--- config.mk ---
export PLATFORM = sky130hd
export DESIGN_NAME = vector_lsu
export DESIGN_NICKNAME = d
export VERILOG_FILES = /design/src/hw/vlsu_pkg.sv /design/src/hw/address_gen.sv /design/src/hw/element_counter.sv /design/src/hw/load_collect.sv /design/src/hw/lsu_fsm.sv /design/src/hw/store_lane_unit.sv /design/src/hw/vector_lsu.sv
export SDC_FILE = /design/constraint.sdc
export NUM_CORES = 1
export LEC_CHECK = 0
export ABC_CLOCK_PERIOD_IN_PS = 3000
export BUFFER_PORTS_ARGS = -buffer_cell sky130_fd_sc_hd__buf_2
export CAP_MARGIN = 30
export CORE_MARGIN = 2
export CORE_UTILIZATION = 35
export DETAILED_ROUTE_END_ITERATION = 16
export GPL_ROUTABILITY_DRIVEN = 0
export PLACE_DENSITY = 0.7
export SETUP_SLACK_MARGIN = 0.02
export SYNTH_ARGS = -nofsm -noshare
export SYNTH_HDL_FRONTEND = slang
export SYNTH_HIERARCHICAL = 1
export SYNTH_SLANG_ARGS = --single-unit
--- constraint.sdc ---
create_clock -name clk -period 3 [get_ports clk]
set_input_delay 0.3 -clock clk [delete_from_list [all_inputs] [get_ports clk]]
set_output_delay 0.3 -clock clk [all_outputs]
set_load 0.02 [all_outputs]
--- src/hw/vlsu_pkg.sv ---
package vlsu_pkg;

    //////////////////////////////////////////////////////////////////////
    // Sizes
    //////////////////////////////////////////////////////////////////////

    localparam int VLEN      = 64;
    localparam int BUS_WIDTH = 32;
    localparam int STRB_W    = BUS_WIDTH / 8;
    localparam int VLENB     = VLEN / 8;
    localparam int CNT_W     = 4;

    // Vector register value, also used for the mask
    typedef logic [VLEN-1:0]      vreg_t;
    typedef logic [31:0]          addr_t;
    typedef logic [BUS_WIDTH-1:0] bus_data_t;
    typedef logic [STRB_W-1:0]    strb_t;

    // Element index and vl share one width
    typedef logic [CNT_W-1:0]     elem_idx_t;

    //////////////////////////////////////////////////////////////////////
    // Encodings
    //////////////////////////////////////////////////////////////////////

    // Value doubles as log2 of the element size in bytes
    typedef enum logic [1:0] {
        EW8  = 2'd0,
        EW16 = 2'd1,
        EW32 = 2'd2
    } elem_width_e;

    typedef enum logic [1:0] {
        LSU_IDLE  = 2'd0,
        LSU_EXEC  = 2'd1,
        LSU_DRAIN = 2'd2
    } lsu_state_e;

    typedef struct packed {
        logic        is_store;
        elem_width_e width;
        logic        vm;
    } lsu_cmd_t;

    // One bus beat toward memory
    typedef struct packed {
        addr_t     addr;
        strb_t     wstrb;
        bus_data_t wdata;
    } mem_req_t;

endpackage

--- src/hw/address_gen.sv ---
`timescale 1ns/1ns

module address_gen (
    input  logic                 clk,
    input  logic                 reset_n,
    input  vlsu_pkg::lsu_state_e state_i,
    input  vlsu_pkg::addr_t      base_address_i,
    input  vlsu_pkg::addr_t      stride_i,
    output vlsu_pkg::addr_t      addr_o
);

    import vlsu_pkg::*;

    addr_t offset_r;

    //////////////////////////////////////////////////////////////////////
    // Running stride offset
    //////////////////////////////////////////////////////////////////////

    always_ff @(posedge clk or negedge reset_n) begin
        if (!reset_n) begin
            offset_r <= '0;
        end else if (state_i == LSU_IDLE) begin
            offset_r <= '0;
        end else if (state_i == LSU_EXEC) begin
            // Negative strides wrap naturally
            offset_r <= offset_r + stride_i;
        end
    end

    assign addr_o = base_address_i + offset_r;

endmodule

--- src/hw/element_counter.sv ---
`timescale 1ns/1ns

module element_counter (
    input  logic                  clk,
    input  logic                  reset_n,
    input  vlsu_pkg::lsu_state_e  state_i,
    input  vlsu_pkg::elem_width_e width_i,
    input  vlsu_pkg::elem_idx_t   vl_i,
    output vlsu_pkg::elem_idx_t   elem_idx_o,
    output logic                  last_elem_o
);

    import vlsu_pkg::*;

    elem_idx_t elem_idx_r;
    elem_idx_t elem_limit;
    elem_idx_t n_active;

    // Stays at zero outside execute so a back-to-back start begins at 0
    always_ff @(posedge clk or negedge reset_n) begin
        if (!reset_n) begin
            elem_idx_r <= '0;
        end else if (state_i == LSU_EXEC) begin
            elem_idx_r <= elem_idx_r + elem_idx_t'(1);
        end else begin
            elem_idx_r <= '0;
        end
    end

    // Elements that fit in one register: 8, 4 or 2
    assign elem_limit = elem_idx_t'(VLENB >> width_i);
    assign n_active   = (vl_i < elem_limit) ? vl_i : elem_limit;

    assign elem_idx_o  = elem_idx_r;
    assign last_elem_o = (elem_idx_r == n_active - elem_idx_t'(1));

endmodule

--- src/hw/load_collect.sv ---
`timescale 1ns/1ns

module load_collect (
    input  logic                  clk,
    input  logic                  reset_n,
    input  logic                  start_i,
    input  logic                  is_store_i,
    input  vlsu_pkg::lsu_state_e  state_i,
    input  vlsu_pkg::elem_width_e width_i,
    input  vlsu_pkg::elem_idx_t   elem_idx_i,
    input  logic [1:0]            addr_low_i,
    input  vlsu_pkg::bus_data_t   mem_read_data_i,
    output vlsu_pkg::vreg_t       read_data_o
);

    import vlsu_pkg::*;

    logic      tag_valid_r;
    elem_idx_t tag_idx_r;
    logic [1:0] tag_low_r;
    bus_data_t aligned_data;

    //////////////////////////////////////////////////////////////////////
    // Tag stage, one per presented load element
    //////////////////////////////////////////////////////////////////////

    always_ff @(posedge clk or negedge reset_n) begin
        if (!reset_n) begin
            tag_valid_r <= 1'b0;
        end else begin
            tag_valid_r <= (state_i == LSU_EXEC) && !is_store_i;
        end
    end

    always_ff @(posedge clk) begin
        tag_idx_r <= elem_idx_i;
        tag_low_r <= addr_low_i;
    end

    //////////////////////////////////////////////////////////////////////
    // Data stage
    //////////////////////////////////////////////////////////////////////

    // Bring the addressed byte down to lane 0
    assign aligned_data = mem_read_data_i >> {tag_low_r, 3'b000};

    always_ff @(posedge clk or negedge reset_n) begin
        if (!reset_n) begin
            read_data_o <= '0;
        end else if (start_i && (state_i == LSU_IDLE)) begin
            read_data_o <= '0;
        end else if (tag_valid_r) begin
            unique case (width_i)
                EW8:  read_data_o[8*tag_idx_r[2:0] +: 8] <= aligned_data[7:0];
                EW16: read_data_o[16*tag_idx_r[1:0] +: 16] <= aligned_data[15:0];
                default: begin
                    read_data_o[32*tag_idx_r[0] +: 32] <= aligned_data;
                end
            endcase
        end
    end

endmodule

--- src/hw/lsu_fsm.sv ---
`timescale 1ns/1ns

module lsu_fsm (
    input  logic                 clk,
    input  logic                 reset_n,
    input  logic                 start_i,
    input  vlsu_pkg::elem_idx_t  vl_i,
    input  logic                 last_elem_i,
    output vlsu_pkg::lsu_state_e state_o,
    output logic                 hold_o
);

    import vlsu_pkg::*;

    lsu_state_e state_r;
    lsu_state_e state_next;

    always_ff @(posedge clk or negedge reset_n) begin
        if (!reset_n) begin
            state_r <= LSU_IDLE;
        end else begin
            state_r <= state_next;
        end
    end

    always_comb begin
        unique case (state_r)
            LSU_IDLE: begin
                // Empty vector does nothing
                if (start_i && (vl_i != '0)) begin
                    state_next = LSU_EXEC;
                end else begin
                    state_next = LSU_IDLE;
                end
            end
            LSU_EXEC: begin
                if (last_elem_i) begin
                    state_next = LSU_DRAIN;
                end else begin
                    state_next = LSU_EXEC;
                end
            end
            // Last load beat lands here
            LSU_DRAIN: state_next = LSU_IDLE;
            default:   state_next = LSU_IDLE;
        endcase
    end

    assign state_o = state_r;
    assign hold_o  = (state_r == LSU_EXEC) || (state_r == LSU_DRAIN);

endmodule

--- src/hw/store_lane_unit.sv ---
`timescale 1ns/1ns

module store_lane_unit (
    input  vlsu_pkg::lsu_state_e state_i,
    input  vlsu_pkg::lsu_cmd_t   cmd_i,
    input  vlsu_pkg::elem_idx_t  elem_idx_i,
    input  logic [1:0]           addr_low_i,
    input  vlsu_pkg::vreg_t      mask_i,
    input  vlsu_pkg::vreg_t      write_data_i,
    output vlsu_pkg::strb_t      wstrb_o,
    output vlsu_pkg::bus_data_t  wdata_o
);

    import vlsu_pkg::*;

    logic  elem_active;
    strb_t lane_strb;

    //////////////////////////////////////////////////////////////////////
    // Write data
    //////////////////////////////////////////////////////////////////////

    // Element copied to every lane so any byte offset finds it
    always_comb begin
        unique case (cmd_i.width)
            EW8:     wdata_o = {4{write_data_i[8*elem_idx_i[2:0] +: 8]}};
            EW16:    wdata_o = {2{write_data_i[16*elem_idx_i[1:0] +: 16]}};
            default: wdata_o = write_data_i[32*elem_idx_i[0] +: 32];
        endcase
    end

    //////////////////////////////////////////////////////////////////////
    // Byte strobes
    //////////////////////////////////////////////////////////////////////

    always_comb begin
        unique case (cmd_i.width)
            EW8:  lane_strb = strb_t'(4'b0001) << addr_low_i;
            EW16: begin
                if (addr_low_i[1]) begin
                    lane_strb = 4'b1100;
                end else begin
                    lane_strb = 4'b0011;
                end
            end
            default: lane_strb = 4'b1111;
        endcase
    end

    // Masked-off elements leave memory untouched
    assign elem_active = (state_i == LSU_EXEC) && cmd_i.is_store
                         && (cmd_i.vm || mask_i[elem_idx_i]);

    assign wstrb_o = elem_active ? lane_strb : '0;

endmodule

--- src/hw/vector_lsu.sv ---
`timescale 1ns/1ns

module vector_lsu (
    input  logic                clk,
    input  logic                reset_n,
    input  logic                start_i,
    input  vlsu_pkg::lsu_cmd_t  cmd_i,
    input  vlsu_pkg::addr_t     base_address_i,
    input  vlsu_pkg::addr_t     stride_i,
    input  vlsu_pkg::elem_idx_t vl_i,
    input  vlsu_pkg::vreg_t     mask_i,
    input  vlsu_pkg::vreg_t     write_data_i,
    output logic                hold_o,
    output vlsu_pkg::mem_req_t  mem_req_o,
    input  vlsu_pkg::bus_data_t mem_read_data_i,
    output vlsu_pkg::vreg_t     read_data_o
);

    import vlsu_pkg::*;

    lsu_state_e state;
    elem_idx_t  elem_idx;
    logic       last_elem;
    addr_t      addr;
    strb_t      wstrb;
    bus_data_t  wdata;
    logic       start_nonempty;

    // A zero-length start must not wipe the previous result
    assign start_nonempty = start_i && (vl_i != '0);

    lsu_fsm u_lsu_fsm (
        .clk         (clk),
        .reset_n     (reset_n),
        .start_i     (start_i),
        .vl_i        (vl_i),
        .last_elem_i (last_elem),
        .state_o     (state),
        .hold_o      (hold_o)
    );

    element_counter u_element_counter (
        .clk         (clk),
        .reset_n     (reset_n),
        .state_i     (state),
        .width_i     (cmd_i.width),
        .vl_i        (vl_i),
        .elem_idx_o  (elem_idx),
        .last_elem_o (last_elem)
    );

    address_gen u_address_gen (
        .clk            (clk),
        .reset_n        (reset_n),
        .state_i        (state),
        .base_address_i (base_address_i),
        .stride_i       (stride_i),
        .addr_o         (addr)
    );

    store_lane_unit u_store_lane_unit (
        .state_i      (state),
        .cmd_i        (cmd_i),
        .elem_idx_i   (elem_idx),
        .addr_low_i   (addr[1:0]),
        .mask_i       (mask_i),
        .write_data_i (write_data_i),
        .wstrb_o      (wstrb),
        .wdata_o      (wdata)
    );

    load_collect u_load_collect (
        .clk             (clk),
        .reset_n         (reset_n),
        .start_i         (start_nonempty),
        .is_store_i      (cmd_i.is_store),
        .state_i         (state),
        .width_i         (cmd_i.width),
        .elem_idx_i      (elem_idx),
        .addr_low_i      (addr[1:0]),
        .mem_read_data_i (mem_read_data_i),
        .read_data_o     (read_data_o)
    );

    assign mem_req_o = '{addr: addr, wstrb: wstrb, wdata: wdata};

endmodule

# Yosys cells after proc, flatten, opt, wreduce, memory -nomap -nowiden
# Index checks and enable logic that the tools add are counted.
# Widths: inputs -> output; s select.
# totals
inputBits	235
wordCells	64
out_inout_bits	133
register_bits	108
# op_classes
shifts	12
add_sub_neg	7
n_reduce_logical	13
order_cmp	2
n_eq_ne	4
mux	19
# op_table
cell	n
$bwmux 64	3
$mux 64	2
$pmux 64 s2	1
$neg 6->34	3
$add 32x32->32	2
$mux 32	2
$pmux 32 s2	1
$shift 16x34->64 const A	1
$shift 32x34->64 const A	1
$shift 8x34->64 const A	1
$shiftx 16x34->64	1
$shiftx 32x34->64	1
$shiftx 64x7->16	1
$shiftx 64x7->32	1
$shiftx 64x7->8	1
$shiftx 8x34->64	1
$shr 32x5->32	1
$mux 4	4
$pmux 4 s2	1
$lt 4x7->1 const B	1
$logic_and 1x1->1	5
$add 4x1->4 const B	1
$bmux 1 s4	1
$eq 2x1->1 const B	2
other kinds (14)	18

# Depth between registers and ports, before layout
# depth
ltp_word	7
depth_mapped	12
depth_no_buf	12

# Modules after synthesis
# Netlist, hierarchy kept.
# by_module_without_submodules
module	instances	area_per_inst_um2	seq_area_each_um2	cells_per_inst
load_collect	1	5900.7	1726.7	708
address_gen	1	4415.5	800.8	561
store_lane_unit	1	2006.9	0.0	231
element_counter	1	420.4	100.1	47
lsu_fsm	1	115.1	50.0	11
vector_lsu	1	11.3	0.0	1

# Worst setup path before layout
# Ideal clock, no wire load.
# synth_path
path_type	register to output
startpoint	register u_address_gen.offset_r[0]
endpoint	output port mem_req_o[66] (netlist bit)
slack_ns	-0.115
stages_incl_launch_ff	12
path_buffers	0
t_arrival_ns	2.815
t_required_ns	2.700
cell_sequence	dfrtp_1 > ha_1 > fa_1 > a211oi_1 > o21bai_1 > a21oi_1 > o21a_1 > a31oi_2 > a221o_1 > a21oi_1 > o21ai_1 > xor2_1
# synth_lines
item	line	rtl
from (decl)	address_gen.sv:14	addr_t offset_r;
from (signal assigned)	address_gen.sv:27	offset_r <= offset_r + stride_i;
to (decl)	vector_lsu.sv:14	output vlsu_pkg::mem_req_t mem_req_o,

==> implementation parameters <==
Parameter                              Value

Critical path
  Cell breakdown of the critical path ... ha_4 > nand4_1 > or4_1 > o21a_2 > buf_4 > buf_6 > nand2_2 > a31oi_4 > buf_4 > o21ai_2 > xor2_1 > buf_4
  Maximum fanout along the worst path ... 3
  WS Path Type ... reg -> out
  Worst path most repeated cell ... buf_4
  Critical path's largest stage delay ... around 0.5 ns
  Critical Path Sink Type ... primary output
  Slowest stage cell, crit path ... or4_1
  WP data arrival ... 3.11 ns
  Worst Setup Start Kind ... flop
  CP Data Required Time ... 2.70 ns

Clocking
  Clk Latency, worst-skew pair ... 0.39 ns
  Deepest clock path buffer count ... 2
  CTS tree ... yes
  Clock input transition at the sequential cells of the worst setup and hold paths ... about 0.080 ns
  Clock buffers created by TritonCTS ... 9
  Clock H-tree levels ... 3
  Clk root buf ... clkbuf_16
  Sink count of the clock tree ... 108

Floorplanning
  Area enclosed by the die boundary ... ~0.038 mm2
  Initial standard-cell utilization of the core ... 0.353
  Chip height ... between 150 and 200 um
  Std-Cell Core Area ... 0.0364 mm2
  Num ports ... 368
  Cell Rows ... 70
  Die extent in x ... 196 um

Synth
  Synthesized area per cell ... between 8 and 9 um2
  Most frequent cell after synthesis ... a21oi_1
  Number of nets in the synthesized netlist ... approximately 1900
  Top FF cell, synth ... dfrtp_1
  Post-synth ARST share ... 0.954
  Largest area contributor in the synthesized netlist ... dfrtp_1
  Number of distinct standard cells referenced by the synthesized netlist ... 98
  Post-Syn Instances ... about 1600
  Yosys reg bits ... around 110
  Proportion of synthesized chip area in sequential cells ... 0.208
  Post-Synthesis Cell Area ... 0.0129 mm2
  Ranking of synthesized cells by instance count ... a21oi_1, nand2_1, dfrtp_1
  Yosys top cell area share ... 0.200
  Number of enable flip-flop cells after synthesis ... 0
  Most area-consuming cells after synthesis ... dfrtp_1, ha_1, mux2i_1
  Synth Warn # ... 6

STA
  Final setup margin ... -0.414 ns
  Fraction of the cycle the final worst path needs ... 1.14
  Setup repair after global routing missed its margin ... yes
  Final setup viols ... 14
  Worst Tran Pin Value ... 0.910 ns
  Final Critical Period ... around 3.4 ns
  Slew HR ... 0.392
  Maximum operating frequency ... 293 MHz
  Largest clock skew in the final design ... 0.0134 ns
  Hold slack final ... 0.0960 ns
  Fin Setup TNS ... -3.20 ns
  Max-slew violations ... 0
  Final count of hold timing violations ... 0

Pwr
  Cell-internal power ... 0.00842 W
  Clock power share ... 0.067
  VDD IR max ... around 0.64 mV
  Part of the total power dissipated in sequential elements ... 0.158
  Power Density ... 1120 mW/mm2
  Leak ... 7.48 nW
  Fraction of power spent switching nets ... 0.539
  Portion of total power attributed to combinational logic ... 0.774
  Net Sw Power ... 0.00985 W

Final layout
  Fraction of layout instances using a drive strength above 1 ... 0.318
  Layout Cell Area excl Fill ... 0.0163 mm2
  Layout Cells excl Fill ... 2365
  Synthesis-to-layout area growth ... 26.6%
  Count of nets after finishing ... 2202

Global routing
  First-pass GRT wire length ... 76400 um
  Initial antenna violation count ... 4
  Tot GR Track Use ... 0.252
  Total congestion overflow after global routing ... 0
  Maximum number of pins on one net before global-route repair ... 78
  Number of global-route vias before repair ... 13800

Detailed routing
  Via density ... between 6 and 7
  Total wire length after detailed routing ... 50800 um
  Final routed wire length divided by cell count ... 21.5 um
  Total vias in the final route ... 14800
  Number of DRC violations after detailed-routing iteration 0 ... around 1500
  Number of detailed-routing iterations run before antenna repair ... 6
  DRC violation count after routing ... 0
  Antenna-violating nets left ... 0

Placed design
  Dpl ws ... -0.205 ns
  Instance area after placement ... 0.0152 mm2
  Number of placed instances with taps included ... approximately 2300
  Number of buffers inserted by port buffering ... ~320
  Detailed-placement wirelength estimate ... 36900 um

Outcome
  Violated checks ... negative setup slack
  Run status ... finished with violations

Min path
  Type of the most critical hold path ... in -> reg

Flow run
  Max_cap viols ... 0
[cell type report]
cell class	count	area, um2
fillers	3558	20100
multi-input cells	1276	9890
flip-flops and latches	108	2690
repair buffers	430	2610
well taps	468	586
inverters	65	244
clock buffers	9	225
clock inverters	6	47.5
diodes	3	7.51
[final timing paths]
path	cells after the start	startpoint	slack, ns	to
max	12	u_address_gen/offset_r[14]	-0.41	mem_req_o[64]
min	2	cmd_i[3]	0.1	u_load_collect/tag_valid_r
max reg2reg	16	u_address_gen/offset_r[0]	0.03	u_address_gen/offset_r[26]
min reg2reg	0	u_element_counter/elem_idx_o[0]	0.48	u_load_collect/tag_idx_r[0]
max in group asynchronous	3	reset_n	1.84	u_load_collect/read_data_o[32]
min in group asynchronous	2	reset_n	0.52	u_load_collect/read_data_o[7]
[stage by stage]
stage           util  total power (W)
2_1_floorplan      -           0.0115
3_3_place_gp   0.417           0.0152
3_5_place_dp   0.417           0.0155
4_1_cts        0.435           0.0173
5_1_grt        0.447           0.0194
6_report       0.447           0.0183
[layout by cell type (no fill, tap or decap), types with 17 or more instances in the layout]
cell type	n
a21o_1	69
a21oi_1	126
a21oi_2	17
a221oi_1	37
a22oi_1	18
a31oi_1	20
buf_2	303
buf_4	110
dfrtp_1	99
ha_1	61
inv_1	60
mux2i_1	82
mux4_2	24
nand2_1	132
nand2b_1	24
nand3_1	37
nor2_1	70
nor3_1	22
o21ai_0	68
o21ai_1	25
o221ai_1	19
o22ai_1	32
o2bb2ai_1	18
o31ai_1	20
xnor2_1	31
xor2_1	25
[repair_timing]
item / in CTS / in global routing
hold endpoints to repair: 8 / 0
setup buffers: 12 / 18
pin swaps: 29 / 42
resized for setup: 56 / 69
endpoints found under the setup margin: 29 / 35
hold buffers: 1 / 0
[routing by layer]
| layer | part of all wire | global-route usage | up-vias |
|---|---|---|---|
| met1 | 0.40 | 0.323 | 7051 |
| li1 | - | - | 6657 |
| met4 | 0.049 | 0.123 | 0 |
| met3 | 0.096 | 0.0529 | 179 |
| met5 | 0 | 0 | - |
| met2 | 0.45 | 0.403 | 959 |
[cells by family after synthesis]
family / share of synthesized area
flip-flops: 0.208
AO/OA/AOI/OAI: 0.351
multiplexers: 0.118
XOR/XNOR: 0.0422
adder cells (fa/ha/maj): 0.0760
AND/OR/NAND/NOR: 0.143
buffers and inverters: 0.0613
[sequential cells by signal (all words and copies together), names as in the netlist]
register	cells
u_address_gen/offset_r	32
u_lsu_fsm/state_o	2
u_element_counter/elem_idx_o	4
u_load_collect/tag_low_r	2
u_load_collect/tag_valid_r	1
u_load_collect/tag_idx_r	3
u_load_collect/read_data_o	64
[power by group through the flow]
stage | registers, W | clock network, W | logic, W
6_report | 0.00290 | 0.00123 | 0.0141
4_1_cts | 0.00293 | 0.00125 | 0.0131
2_1_floorplan | 0.00304 | 0 | 0.00847
3_3_place_gp | 0.00293 | 0 | 0.0123
5_1_grt | 0.00297 | 0.00131 | 0.0151
3_5_place_dp | 0.00296 | 0 | 0.0125
[critical path: cells and delay by family (launching register included)]
kind,cells,cell delay (ns)
buffers and inverters,4,0.56
adder cells (fa/ha/maj),1,0.28
XOR/XNOR,1,0.18
AO/OA/AOI/OAI,3,0.51
AND/OR/NAND/NOR,3,0.73
flip-flops,1,0.45
(Power assumes the default switching activity.)
